**config.mk**
```make
export PLATFORM = sky130hd
export DESIGN_NAME = byte_rx_subsys
export DESIGN_NICKNAME = d
export VERILOG_FILES = /design/src/design/byte_rx_pkg.sv /design/src/design/sync_fifo.sv /design/src/design/byte_input_fifo.sv /design/src/design/apb_rx_regs.sv /design/src/design/byte_rx_subsys.sv
export SDC_FILE = /design/constraint.sdc
export NUM_CORES = 1
export LEC_CHECK = 0
export BUFFER_PORTS_ARGS = -buffer_cell sky130_fd_sc_hd__buf_2
export CAP_MARGIN = 20
export CORE_UTILIZATION = 44
export CTS_BUF_LIST = sky130_fd_sc_hd__clkbuf_16
export CTS_CLUSTER_SIZE = 16
export DETAILED_ROUTE_END_ITERATION = 10
export GPL_ROUTABILITY_DRIVEN = 0
export PLACE_DENSITY = 0.67
export SKIP_CTS_REPAIR_TIMING = 1
export SYNTH_ARGS = -nofsm -noshare
export SYNTH_HDL_FRONTEND = slang
export SYNTH_SLANG_ARGS = --single-unit
```
**constraint.sdc**
```tcl
create_clock -name clk -period 5.6 [get_ports clk]
set_input_delay 0.28 -clock clk [delete_from_list [all_inputs] [get_ports clk]]
set_output_delay 0.28 -clock clk [all_outputs]
set_load 0.01 [all_outputs]
```
**src/design/byte_rx_pkg.sv**
```systemverilog
`default_nettype none

package byte_rx_pkg;

	////////////////////////////////////////
	// Data types

	// One big-endian word, first byte in bits 31:24
	typedef logic [31:0] word_t;

	// Bytes carried by one stream write, 1 to 4
	typedef logic [2:0] byte_count_t;

	// Byte address on the APB side
	typedef logic [3:0] apb_addr_t;

	////////////////////////////////////////
	// Register map

	localparam apb_addr_t REG_DATA    = 4'h0;
	localparam apb_addr_t REG_STATUS  = 4'h4;
	localparam apb_addr_t REG_ERR_CLR = 4'h8;

	////////////////////////////////////////
	// STATUS bit positions

	localparam int STAT_EMPTY     = 0;
	localparam int STAT_FULL      = 1;
	localparam int STAT_OVERFLOW  = 2;
	localparam int STAT_UNDERFLOW = 3;

	// Occupancy field starts here and is as wide as the FIFO count
	localparam int STAT_RSIZE_LSB = 16;

endpackage

`default_nettype wire

```
**src/design/sync_fifo.sv**
```systemverilog
`timescale 1ns/1ps
`default_nettype none

module sync_fifo #(
	parameter int DEPTH = 16,
	localparam int AW = $clog2(DEPTH)
) (
	input wire clk,
	input wire rst,

	// Push side
	input wire wr,
	input wire byte_rx_pkg::word_t din,

	// Pop side, data one cycle after rd
	input wire rd,
	output byte_rx_pkg::word_t dout,

	// Flags and occupancy
	output logic empty,
	output logic full,
	output logic overflow,
	output logic underflow,
	output logic [AW:0] rsize
);

	import byte_rx_pkg::*;

	////////////////////////////////////////
	// Storage and pointers

	// Word array, no reset on contents
	word_t mem [DEPTH];

	// Pointers carry one extra wrap bit
	logic [AW:0] wptr;
	logic [AW:0] rptr;

	// Accepted operations
	logic wr_ok;
	logic rd_ok;

	// Depth must be a power of two, at least two
	if (DEPTH < 2 || (DEPTH & (DEPTH - 1)) != 0) begin : g_depth_check
		$error("sync_fifo: DEPTH must be a power of two and at least 2");
	end

	////////////////////////////////////////
	// Flags

	// Same address, same lap means empty
	assign empty = (wptr == rptr);

	// Same address, different lap means full
	assign full = (wptr[AW] != rptr[AW]) && (wptr[AW-1:0] == rptr[AW-1:0]);

	// Pointer difference is the number of stored words
	assign rsize = wptr - rptr;

	// Illegal operations are dropped
	assign wr_ok = wr && !full;
	assign rd_ok = rd && !empty;

	////////////////////////////////////////
	// Write port

	always_ff @(posedge clk) begin
		if (wr_ok) begin
			mem[wptr[AW-1:0]] <= din;
		end
	end

	////////////////////////////////////////
	// Read port

	// Output register only moves on a real pop
	always_ff @(posedge clk) begin
		if (rd_ok) begin
			dout <= mem[rptr[AW-1:0]];
		end
	end

	////////////////////////////////////////
	// Pointer and error pulse state

	always_ff @(posedge clk) begin
		if (rst) begin
			wptr      <= '0;
			rptr      <= '0;
			overflow  <= 1'b0;
			underflow <= 1'b0;
		end else begin
			if (wr_ok) begin
				wptr <= wptr + 1'b1;
			end
			if (rd_ok) begin
				rptr <= rptr + 1'b1;
			end

			// One-cycle pulses for dropped operations
			overflow  <= wr && full;
			underflow <= rd && empty;
		end
	end

	////////////////////////////////////////
	// Checks

	// Occupancy can never pass the array size
	a_rsize_bound: assert property (@(posedge clk) disable iff (rst)
		rsize <= DEPTH);

endmodule

`default_nettype wire

```
**src/design/byte_input_fifo.sv**
```systemverilog
`timescale 1ns/1ps
`default_nettype none

module byte_input_fifo #(
	parameter int DEPTH = 16,
	localparam int AW = $clog2(DEPTH)
) (
	input wire clk,
	input wire rst,

	// Byte stream, left-justified in din
	input wire wr,
	input wire byte_rx_pkg::word_t din,
	input wire byte_rx_pkg::byte_count_t bytes_valid,
	input wire flush,

	// Word read side
	input wire rd,
	output byte_rx_pkg::word_t dout,

	// Status toward the register block
	output logic empty,
	output logic full,
	output logic overflow,
	output logic underflow,
	output logic [AW:0] rsize
);

	import byte_rx_pkg::*;

	////////////////////////////////////////
	// Holding register

	// Up to three leftover bytes, oldest in bits 23:16
	logic [23:0] hold_data;
	logic [1:0] hold_cnt;

	// Incoming bytes with unused lanes forced to zero
	word_t din_mask;
	word_t din_clean;

	// Seven-byte merge window, oldest byte in bits 55:48
	logic [55:0] window;
	byte_count_t merged_cnt;

	// Push toward the word FIFO
	logic push_full;
	logic push_flush;
	logic fifo_wr;
	word_t fifo_din;

	// Raw FIFO occupancy
	logic [AW:0] fifo_rsize;

	////////////////////////////////////////
	// Merge logic

	// Keep only the top bytes_valid lanes
	assign din_mask = 32'hffff_ffff << (8 * (4 - bytes_valid));
	assign din_clean = din & din_mask;

	always_comb begin
		// Held bytes always sit at the top of the window
		window = {hold_data, 32'h0};
		merged_cnt = {1'b0, hold_cnt};

		// New bytes land right after the held ones
		if (wr) begin
			window = window | ({24'h0, din_clean} << (8 * (3 - hold_cnt)));
			merged_cnt = hold_cnt + bytes_valid;
		end
	end

	// A full word is ready as soon as four bytes are present
	assign push_full = (merged_cnt >= 3'd4);

	// Flush only pushes when something is held
	assign push_flush = flush && (hold_cnt != 2'd0);

	assign fifo_wr = push_full || push_flush;

	// Partial word is zero-padded at the bottom
	assign fifo_din = push_full ? window[55:24] : {hold_data, 8'h0};

	////////////////////////////////////////
	// Holding register update

	always_ff @(posedge clk) begin
		if (rst) begin
			hold_data <= '0;
			hold_cnt  <= '0;
		end else if (push_full) begin
			// Leftover bytes after the pushed word
			hold_data <= window[23:0];
			hold_cnt  <= 2'(merged_cnt - 3'd4);
		end else if (flush) begin
			hold_data <= '0;
			hold_cnt  <= '0;
		end else begin
			// Not enough for a word yet
			hold_data <= window[55:32];
			hold_cnt  <= merged_cnt[1:0];
		end
	end

	////////////////////////////////////////
	// Word FIFO

	sync_fifo #(
		.DEPTH(DEPTH)
	) u_fifo (
		.clk(clk),
		.rst(rst),
		.wr(fifo_wr),
		.din(fifo_din),
		.rd(rd),
		.dout(dout),
		.empty(empty),
		.full(full),
		.overflow(overflow),
		.underflow(underflow),
		.rsize(fifo_rsize)
	);

	// A partial word counts as one more
	assign rsize = fifo_rsize + (hold_cnt != 2'd0);

	////////////////////////////////////////
	// Checks

	// Producer keeps flush apart from writes
	a_no_wr_flush: assert property (@(posedge clk) disable iff (rst)
		!(wr && flush));

	// Byte count is legal on every write
	a_bytes_valid: assert property (@(posedge clk) disable iff (rst)
		wr |-> (bytes_valid >= 3'd1 && bytes_valid <= 3'd4));

endmodule

`default_nettype wire

```
**src/design/apb_rx_regs.sv**
```systemverilog
`timescale 1ns/1ps
`default_nettype none

module apb_rx_regs #(
	parameter int DEPTH = 16,
	localparam int AW = $clog2(DEPTH)
) (
	input wire clk,
	input wire rst,

	// APB slave
	input wire psel,
	input wire penable,
	input wire pwrite,
	input wire byte_rx_pkg::apb_addr_t paddr,
	input wire byte_rx_pkg::word_t pwdata,
	output byte_rx_pkg::word_t prdata,
	output logic pready,
	output logic pslverr,

	// Word FIFO side
	output logic rd,
	input wire byte_rx_pkg::word_t dout,
	input wire empty,
	input wire full,
	input wire overflow,
	input wire underflow,
	input wire [AW:0] rsize
);

	import byte_rx_pkg::*;

	typedef enum logic {
		ST_IDLE,
		ST_DATA_WAIT
	} state_t;

	state_t state;
	state_t state_next;

	// Access phase of a transfer
	logic access;

	// Address decode
	logic sel_data;
	logic sel_status;
	logic sel_err_clr;

	// Error flags held until cleared
	logic ovf_sticky;
	logic unf_sticky;
	logic clr_write;

	word_t status_word;

	////////////////////////////////////////
	// Decode

	assign access = psel && penable;
	assign sel_data = (paddr == REG_DATA);
	assign sel_status = (paddr == REG_STATUS);
	assign sel_err_clr = (paddr == REG_ERR_CLR);
	assign clr_write = (state == ST_IDLE) && access && pwrite && sel_err_clr;

	// Status fields at their package positions
	always_comb begin
		status_word = '0;
		status_word[STAT_EMPTY] = empty;
		status_word[STAT_FULL] = full;
		status_word[STAT_OVERFLOW] = ovf_sticky;
		status_word[STAT_UNDERFLOW] = unf_sticky;
		status_word[STAT_RSIZE_LSB +: AW+1] = rsize;
	end

	////////////////////////////////////////
	// Transfer control

	always_comb begin
		state_next = state;
		rd = 1'b0;
		pready = 1'b0;
		pslverr = 1'b0;
		prdata = '0;

		if (state == ST_DATA_WAIT) begin
			// Popped word is on dout now
			if (access) begin
				pready = 1'b1;
				prdata = dout;
				state_next = ST_IDLE;
			end
		end else if (access) begin
			pready = 1'b1;
			if (sel_data && !pwrite && !empty) begin
				// One wait state while the FIFO output loads
				rd = 1'b1;
				pready = 1'b0;
				state_next = ST_DATA_WAIT;
			end else if (sel_data && !pwrite) begin
				// Nothing to read, return zero with an error
				pslverr = 1'b1;
			end else if (sel_status && !pwrite) begin
				prdata = status_word;
			end else if (sel_err_clr && !pwrite) begin
				// Reading back the clear register shows the sticky bits
				prdata[STAT_OVERFLOW] = ovf_sticky;
				prdata[STAT_UNDERFLOW] = unf_sticky;
			end else if (!(sel_data || sel_status || sel_err_clr)) begin
				pslverr = 1'b1;
			end
		end
	end

	always_ff @(posedge clk) begin
		if (rst) begin
			state <= ST_IDLE;
		end else begin
			state <= state_next;
		end
	end

	////////////////////////////////////////
	// Sticky error flags

	// A new pulse wins over a clear in the same cycle
	always_ff @(posedge clk) begin
		if (rst) begin
			ovf_sticky <= 1'b0;
			unf_sticky <= 1'b0;
		end else begin
			ovf_sticky <= (ovf_sticky && !(clr_write && pwdata[STAT_OVERFLOW])) || overflow;
			unf_sticky <= (unf_sticky && !(clr_write && pwdata[STAT_UNDERFLOW])) || underflow;
		end
	end

	////////////////////////////////////////
	// Checks

	// Pop only when the FIFO holds a word
	a_rd_not_empty: assert property (@(posedge clk) disable iff (rst)
		rd |-> !empty);

	// Each DATA read pops once and completes in the next cycle
	a_rd_single: assert property (@(posedge clk) disable iff (rst)
		rd |=> (!rd && pready));

endmodule

`default_nettype wire

```
**src/design/byte_rx_subsys.sv**
```systemverilog
`timescale 1ns/1ps
`default_nettype none

module byte_rx_subsys #(
	parameter int DEPTH = 16,
	localparam int AW = $clog2(DEPTH)
) (
	input wire clk,
	input wire rst,

	// Byte stream input
	input wire wr,
	input wire byte_rx_pkg::word_t din,
	input wire byte_rx_pkg::byte_count_t bytes_valid,
	input wire flush,

	// APB slave
	input wire psel,
	input wire penable,
	input wire pwrite,
	input wire byte_rx_pkg::apb_addr_t paddr,
	input wire byte_rx_pkg::word_t pwdata,
	output byte_rx_pkg::word_t prdata,
	output logic pready,
	output logic pslverr
);

	import byte_rx_pkg::*;

	////////////////////////////////////////
	// Word FIFO to register block

	logic fifo_rd;
	word_t fifo_dout;
	logic fifo_empty;
	logic fifo_full;
	logic fifo_overflow;
	logic fifo_underflow;
	logic [AW:0] fifo_rsize;

	// Byte packer with its word FIFO
	byte_input_fifo #(
		.DEPTH(DEPTH)
	) u_byte_input_fifo (
		.clk(clk),
		.rst(rst),
		.wr(wr),
		.din(din),
		.bytes_valid(bytes_valid),
		.flush(flush),
		.rd(fifo_rd),
		.dout(fifo_dout),
		.empty(fifo_empty),
		.full(fifo_full),
		.overflow(fifo_overflow),
		.underflow(fifo_underflow),
		.rsize(fifo_rsize)
	);

	// Register block that drains the FIFO
	apb_rx_regs #(
		.DEPTH(DEPTH)
	) u_apb_rx_regs (
		.clk(clk),
		.rst(rst),
		.psel(psel),
		.penable(penable),
		.pwrite(pwrite),
		.paddr(paddr),
		.pwdata(pwdata),
		.prdata(prdata),
		.pready(pready),
		.pslverr(pslverr),
		.rd(fifo_rd),
		.dout(fifo_dout),
		.empty(fifo_empty),
		.full(fifo_full),
		.overflow(fifo_overflow),
		.underflow(fifo_underflow),
		.rsize(fifo_rsize)
	);

endmodule

`default_nettype wire

```
==> impl_metrics.tcl <==
set metrics [dict create \
    regToRegStartpoint "u_byte_input_fifo.hold_cnt[0]" \
    grt_max_degree 63 \
    worst_pin_slew_ps 1080 \
    worstSkewPairLatency_ps 610 \
    portBuffers 81 \
    area_growth_pct 13.9 \
    die_width_um 233 \
    crit_required_ps 5840 \
    n_antenna_cell 0 \
    maxCapViolCount 0 \
    path_cells "ha_1 > inv_1 > fa_1 > xnor2_2 > a21oi_1 > nor2_1 > nand2_1 > nor2_4 > buf_4" \
    power.leakage_nw 8.96 \
    synth_edf_count 544 \
    synth.area.top_cells "edfxtp_1, mux4_2, dfxtp_1" \
    worst-path-max-fanout 18 \
    n_fill_cell 4184 \
    yosys_warnings 0 \
    setup_tns_ps 0 \
    setup.worst_path.start "u_byte_input_fifo.hold_cnt[0]" \
    fin_crit_sh_pct 75.3 \
    post-synth-top-area-fraction_pct 69.5 \
    crit_type "flip-flop to flip-flop" \
    die_y_um 233 \
    min_delay_worst_endpoint "u_apb_rx_regs.unf_sticky" \
    reg2reg_to "u_byte_input_fifo.u_fifo.mem[13][5]" \
    cp-end-kind "flip-flop" \
    path_clk_slew_ps 60 \
    grt_setup_unrepaired "false" \
    cts_buffers 58 \
    netlist_instances 1300 \
    postRouteAntennaNets 0 \
    core_area_sq_um 52700 \
    min_from "pwdata[3]" \
    clock_skew_ps 36.6 \
    p_per_area_nw_per_um2 332 \
    fin_nets 1519 \
    slew_violations 0 \
    fin_crit_ps 4220 \
    reg2reg_slack_ps 1380 \
    cts_tree "yes" \
    rr_worst_depth 9 \
    holdPathStages 4 \
    ir_worst_vdd_uv 200 \
    grt_pass1_vias 12700 \
    failed_checks "hold timing" \
    grt_pass1_wl_mm 83.3 \
    drive_gt1_share_pct 25.5 \
    htreeDepth 2 \
    drtIter0Drc 1653 \
    crit_buf_inv 2 \
    fmaxAchievable_mhz 237 \
    cts.sinks 585 \
    root_buffer "clkbuf_16" \
    wl_mm 57.1 \
    setup_viol 0 \
    placementRows 84 \
    cp_top_family "simple AND/OR/NAND/NOR gates" \
    syn_area_per_cell_sq_um 18.1 \
    yosys_most_used_dff "edfxtp_1" \
    slowest_stage "nor2_4" \
    yosys.area.top_type "edfxtp_1" \
    clockBufferDepth 3 \
    dr_total_vias 12900 \
    netlist_area_sq_um 23500 \
    cp.arrival_ps 4460 \
    start_util_pct 44.7 \
    hpwlAfterDp_mm 33.1 \
    wl_per_cell_um 26.5 \
    antenna_found_initial 2 \
    drt_first_pass_iters 7 \
    viasPerCell 5.99 \
    status "finished, violations left" \
    grt-ovfl-total 0 \
    min_path_type "input pin to flip-flop" \
    whs_ps -3.73 \
    synth-async-reset-ratio_pct 0 \
    relSlewSlack_pct 27.7 \
    grt_util_all_layers_pct 21.3 \
    io-pin-count 112 \
    finalHoldViolCount 1 \
    yosys_register_bits 585 \
    synth_cell_type_count 58 \
    drc 0 \
    cpPeakStageDelay_ps 700 \
    syn-num-nets 1395 \
    die_area_sq_um 54400 \
    critPathLaunchType "flip-flop" \
    yosysSeqAreaShare_pct 73.0 \
]
==> stage by stage <==
| stage | area [sq um] | total power (W) | worst slack [ps] | cells | util (%) |
|---|---|---|---|---|---|
| floorplan | 23500 | 0.00513 | 872 | 1300 | - |
| global placement | 24800 | 0.00525 | 1560 | 2035 | 47.1 |
| detailed placement | 24800 | 0.00527 | 1420 | 2037 | 47.2 |
| CTS | 26600 | 0.00894 | 1390 | 2141 | 50.6 |
| global route | 26800 | 0.00914 | 1170 | 2156 | 50.8 |
| finish | 26800 | 0.00890 | 1380 | 2156 | 50.8 |
==> how the worst max path moves through the flow <==
stage	endpoint	cells after the start
2_1_floorplan	u_byte_input_fifo.u_fifo.mem[0][0]	10
3_3_place_gp	u_byte_input_fifo.u_fifo.mem[13][9]	10
3_5_place_dp	u_byte_input_fifo.u_fifo.mem[12][6]	9
4_1_cts	u_byte_input_fifo.u_fifo.mem[13][5]	9
5_1_grt	u_byte_input_fifo.u_fifo.mem[13][6]	9
6_report	u_byte_input_fifo.u_fifo.mem[13][5]	9
==> layout make-up <==
class	count	area [sq um]	area share (%)
clock buffer	59	1480	5.51
clock inverter	45	329	1.23
inverter	14	52.6	0.196
multi-input combinational	631	6060	22.6
sequential	585	17200	64.1
tap	688	861	3.22
timing repair buffer	134	822	3.07
==> power by group <==
part	internal, W	switching (W)
logic	0.000121	0.000229
clock network	0.00212	0.00159
registers	0.00482	0.0000192
==> tightest hold or removal path: stages <==
cell	delay, ps
buf_2	100
nand2_1	50
a21oi_1	70
nor2_1	70
==> layer usage <==
metal,up-vias,part of all wire [%],GRT usage [%]
met5,-,0.047,0
met4,4,2.4,6.52
met3,102,7.2,3.41
met2,566,46,32.4
met1,6754,44,31.4
li1,5479,-,-
==> synth_stat cells (all sizes together) (2+ instances only) <==
| master | number |
|---|---|
| o21ai | 18 |
| a22oi | 21 |
| nand3 | 2 |
| nor2 | 33 |
| or2 | 2 |
| a32oi | 10 |
| a21oi | 18 |
| nand2b | 4 |
| or3 | 3 |
| a31oi | 36 |
| xor2 | 4 |
| o221ai | 11 |
| and2 | 28 |
| inv | 13 |
| nand4 | 2 |
| nand3b | 4 |
| edfxtp | 544 |
| nor2b | 2 |
| a41oi | 3 |
| nor3 | 18 |
| a2bb2oi | 8 |
| o21bai | 13 |
| nor4b | 2 |
| ha | 15 |
| mux4 | 128 |
| o22ai | 8 |
| dfxtp | 41 |
| xnor2 | 12 |
| nand2 | 157 |
| fa | 2 |
| and3 | 34 |
| a222oi | 5 |
| a21o | 11 |
| clkbuf | 37 |
| buf | 33 |
| nor4 | 2 |
| a22o | 9 |
==> logic make-up (layout without fill, tap and decap cells) <==
group	Yosys count	in the layout	synth area share [%]
AO/OA/AOI/OAI	172	172	5.19
XOR/XNOR	16	16	0.628
adder cells (fa/ha/maj)	17	17	0.969
buffers and inverters	84	252	1.75
flip-flops	585	585	73.0
multiplexers	129	129	12.3
other	1	1	0.0159
AND/OR/NAND/NOR	296	296	6.18
==> flip-flops by register name, summed over array words and instances, names as in the netlist <==
name	flops
u_apb_rx_regs.ovf_sticky	1
u_apb_rx_regs.state	1
u_apb_rx_regs.unf_sticky	1
u_byte_input_fifo.hold_cnt	2
u_byte_input_fifo.hold_data	24
u_byte_input_fifo.u_fifo.dout	32
u_byte_input_fifo.u_fifo.mem	512
u_byte_input_fifo.u_fifo.overflow	1
u_byte_input_fifo.u_fifo.rptr	5
u_byte_input_fifo.u_fifo.underflow	1
u_byte_input_fifo.u_fifo.wptr	5
==> cell usage in the layout, fill, tap and decap left out, drive strengths merged, types with 2 or more instances in the layout <==
master and count:
and2 28, nand4 2, edfxtp 544, inv 25
nand2 157, a41oi 3, a32oi 10, xor2 4
clkbuf 60, mux4 128, o21ai 18, dfxtp 41
a22o 9, nand3 2, o21bai 13, nor4 2
and3 34, ha 15, o221ai 11, or3 3
bufinv 5, nor3 18, nand2b 4, nor2b 2
clkinv 28, buf 128, fa 2, a21o 11
dlygate4sd3 5, or2 2, a21oi 18, xnor2 12
a2bb2oi 8, nor2 33, a31oi 36, a22oi 21
a222oi 5, nor4b 2, o22ai 8, nand3b 4
Power figures use the tool's default switching activity.
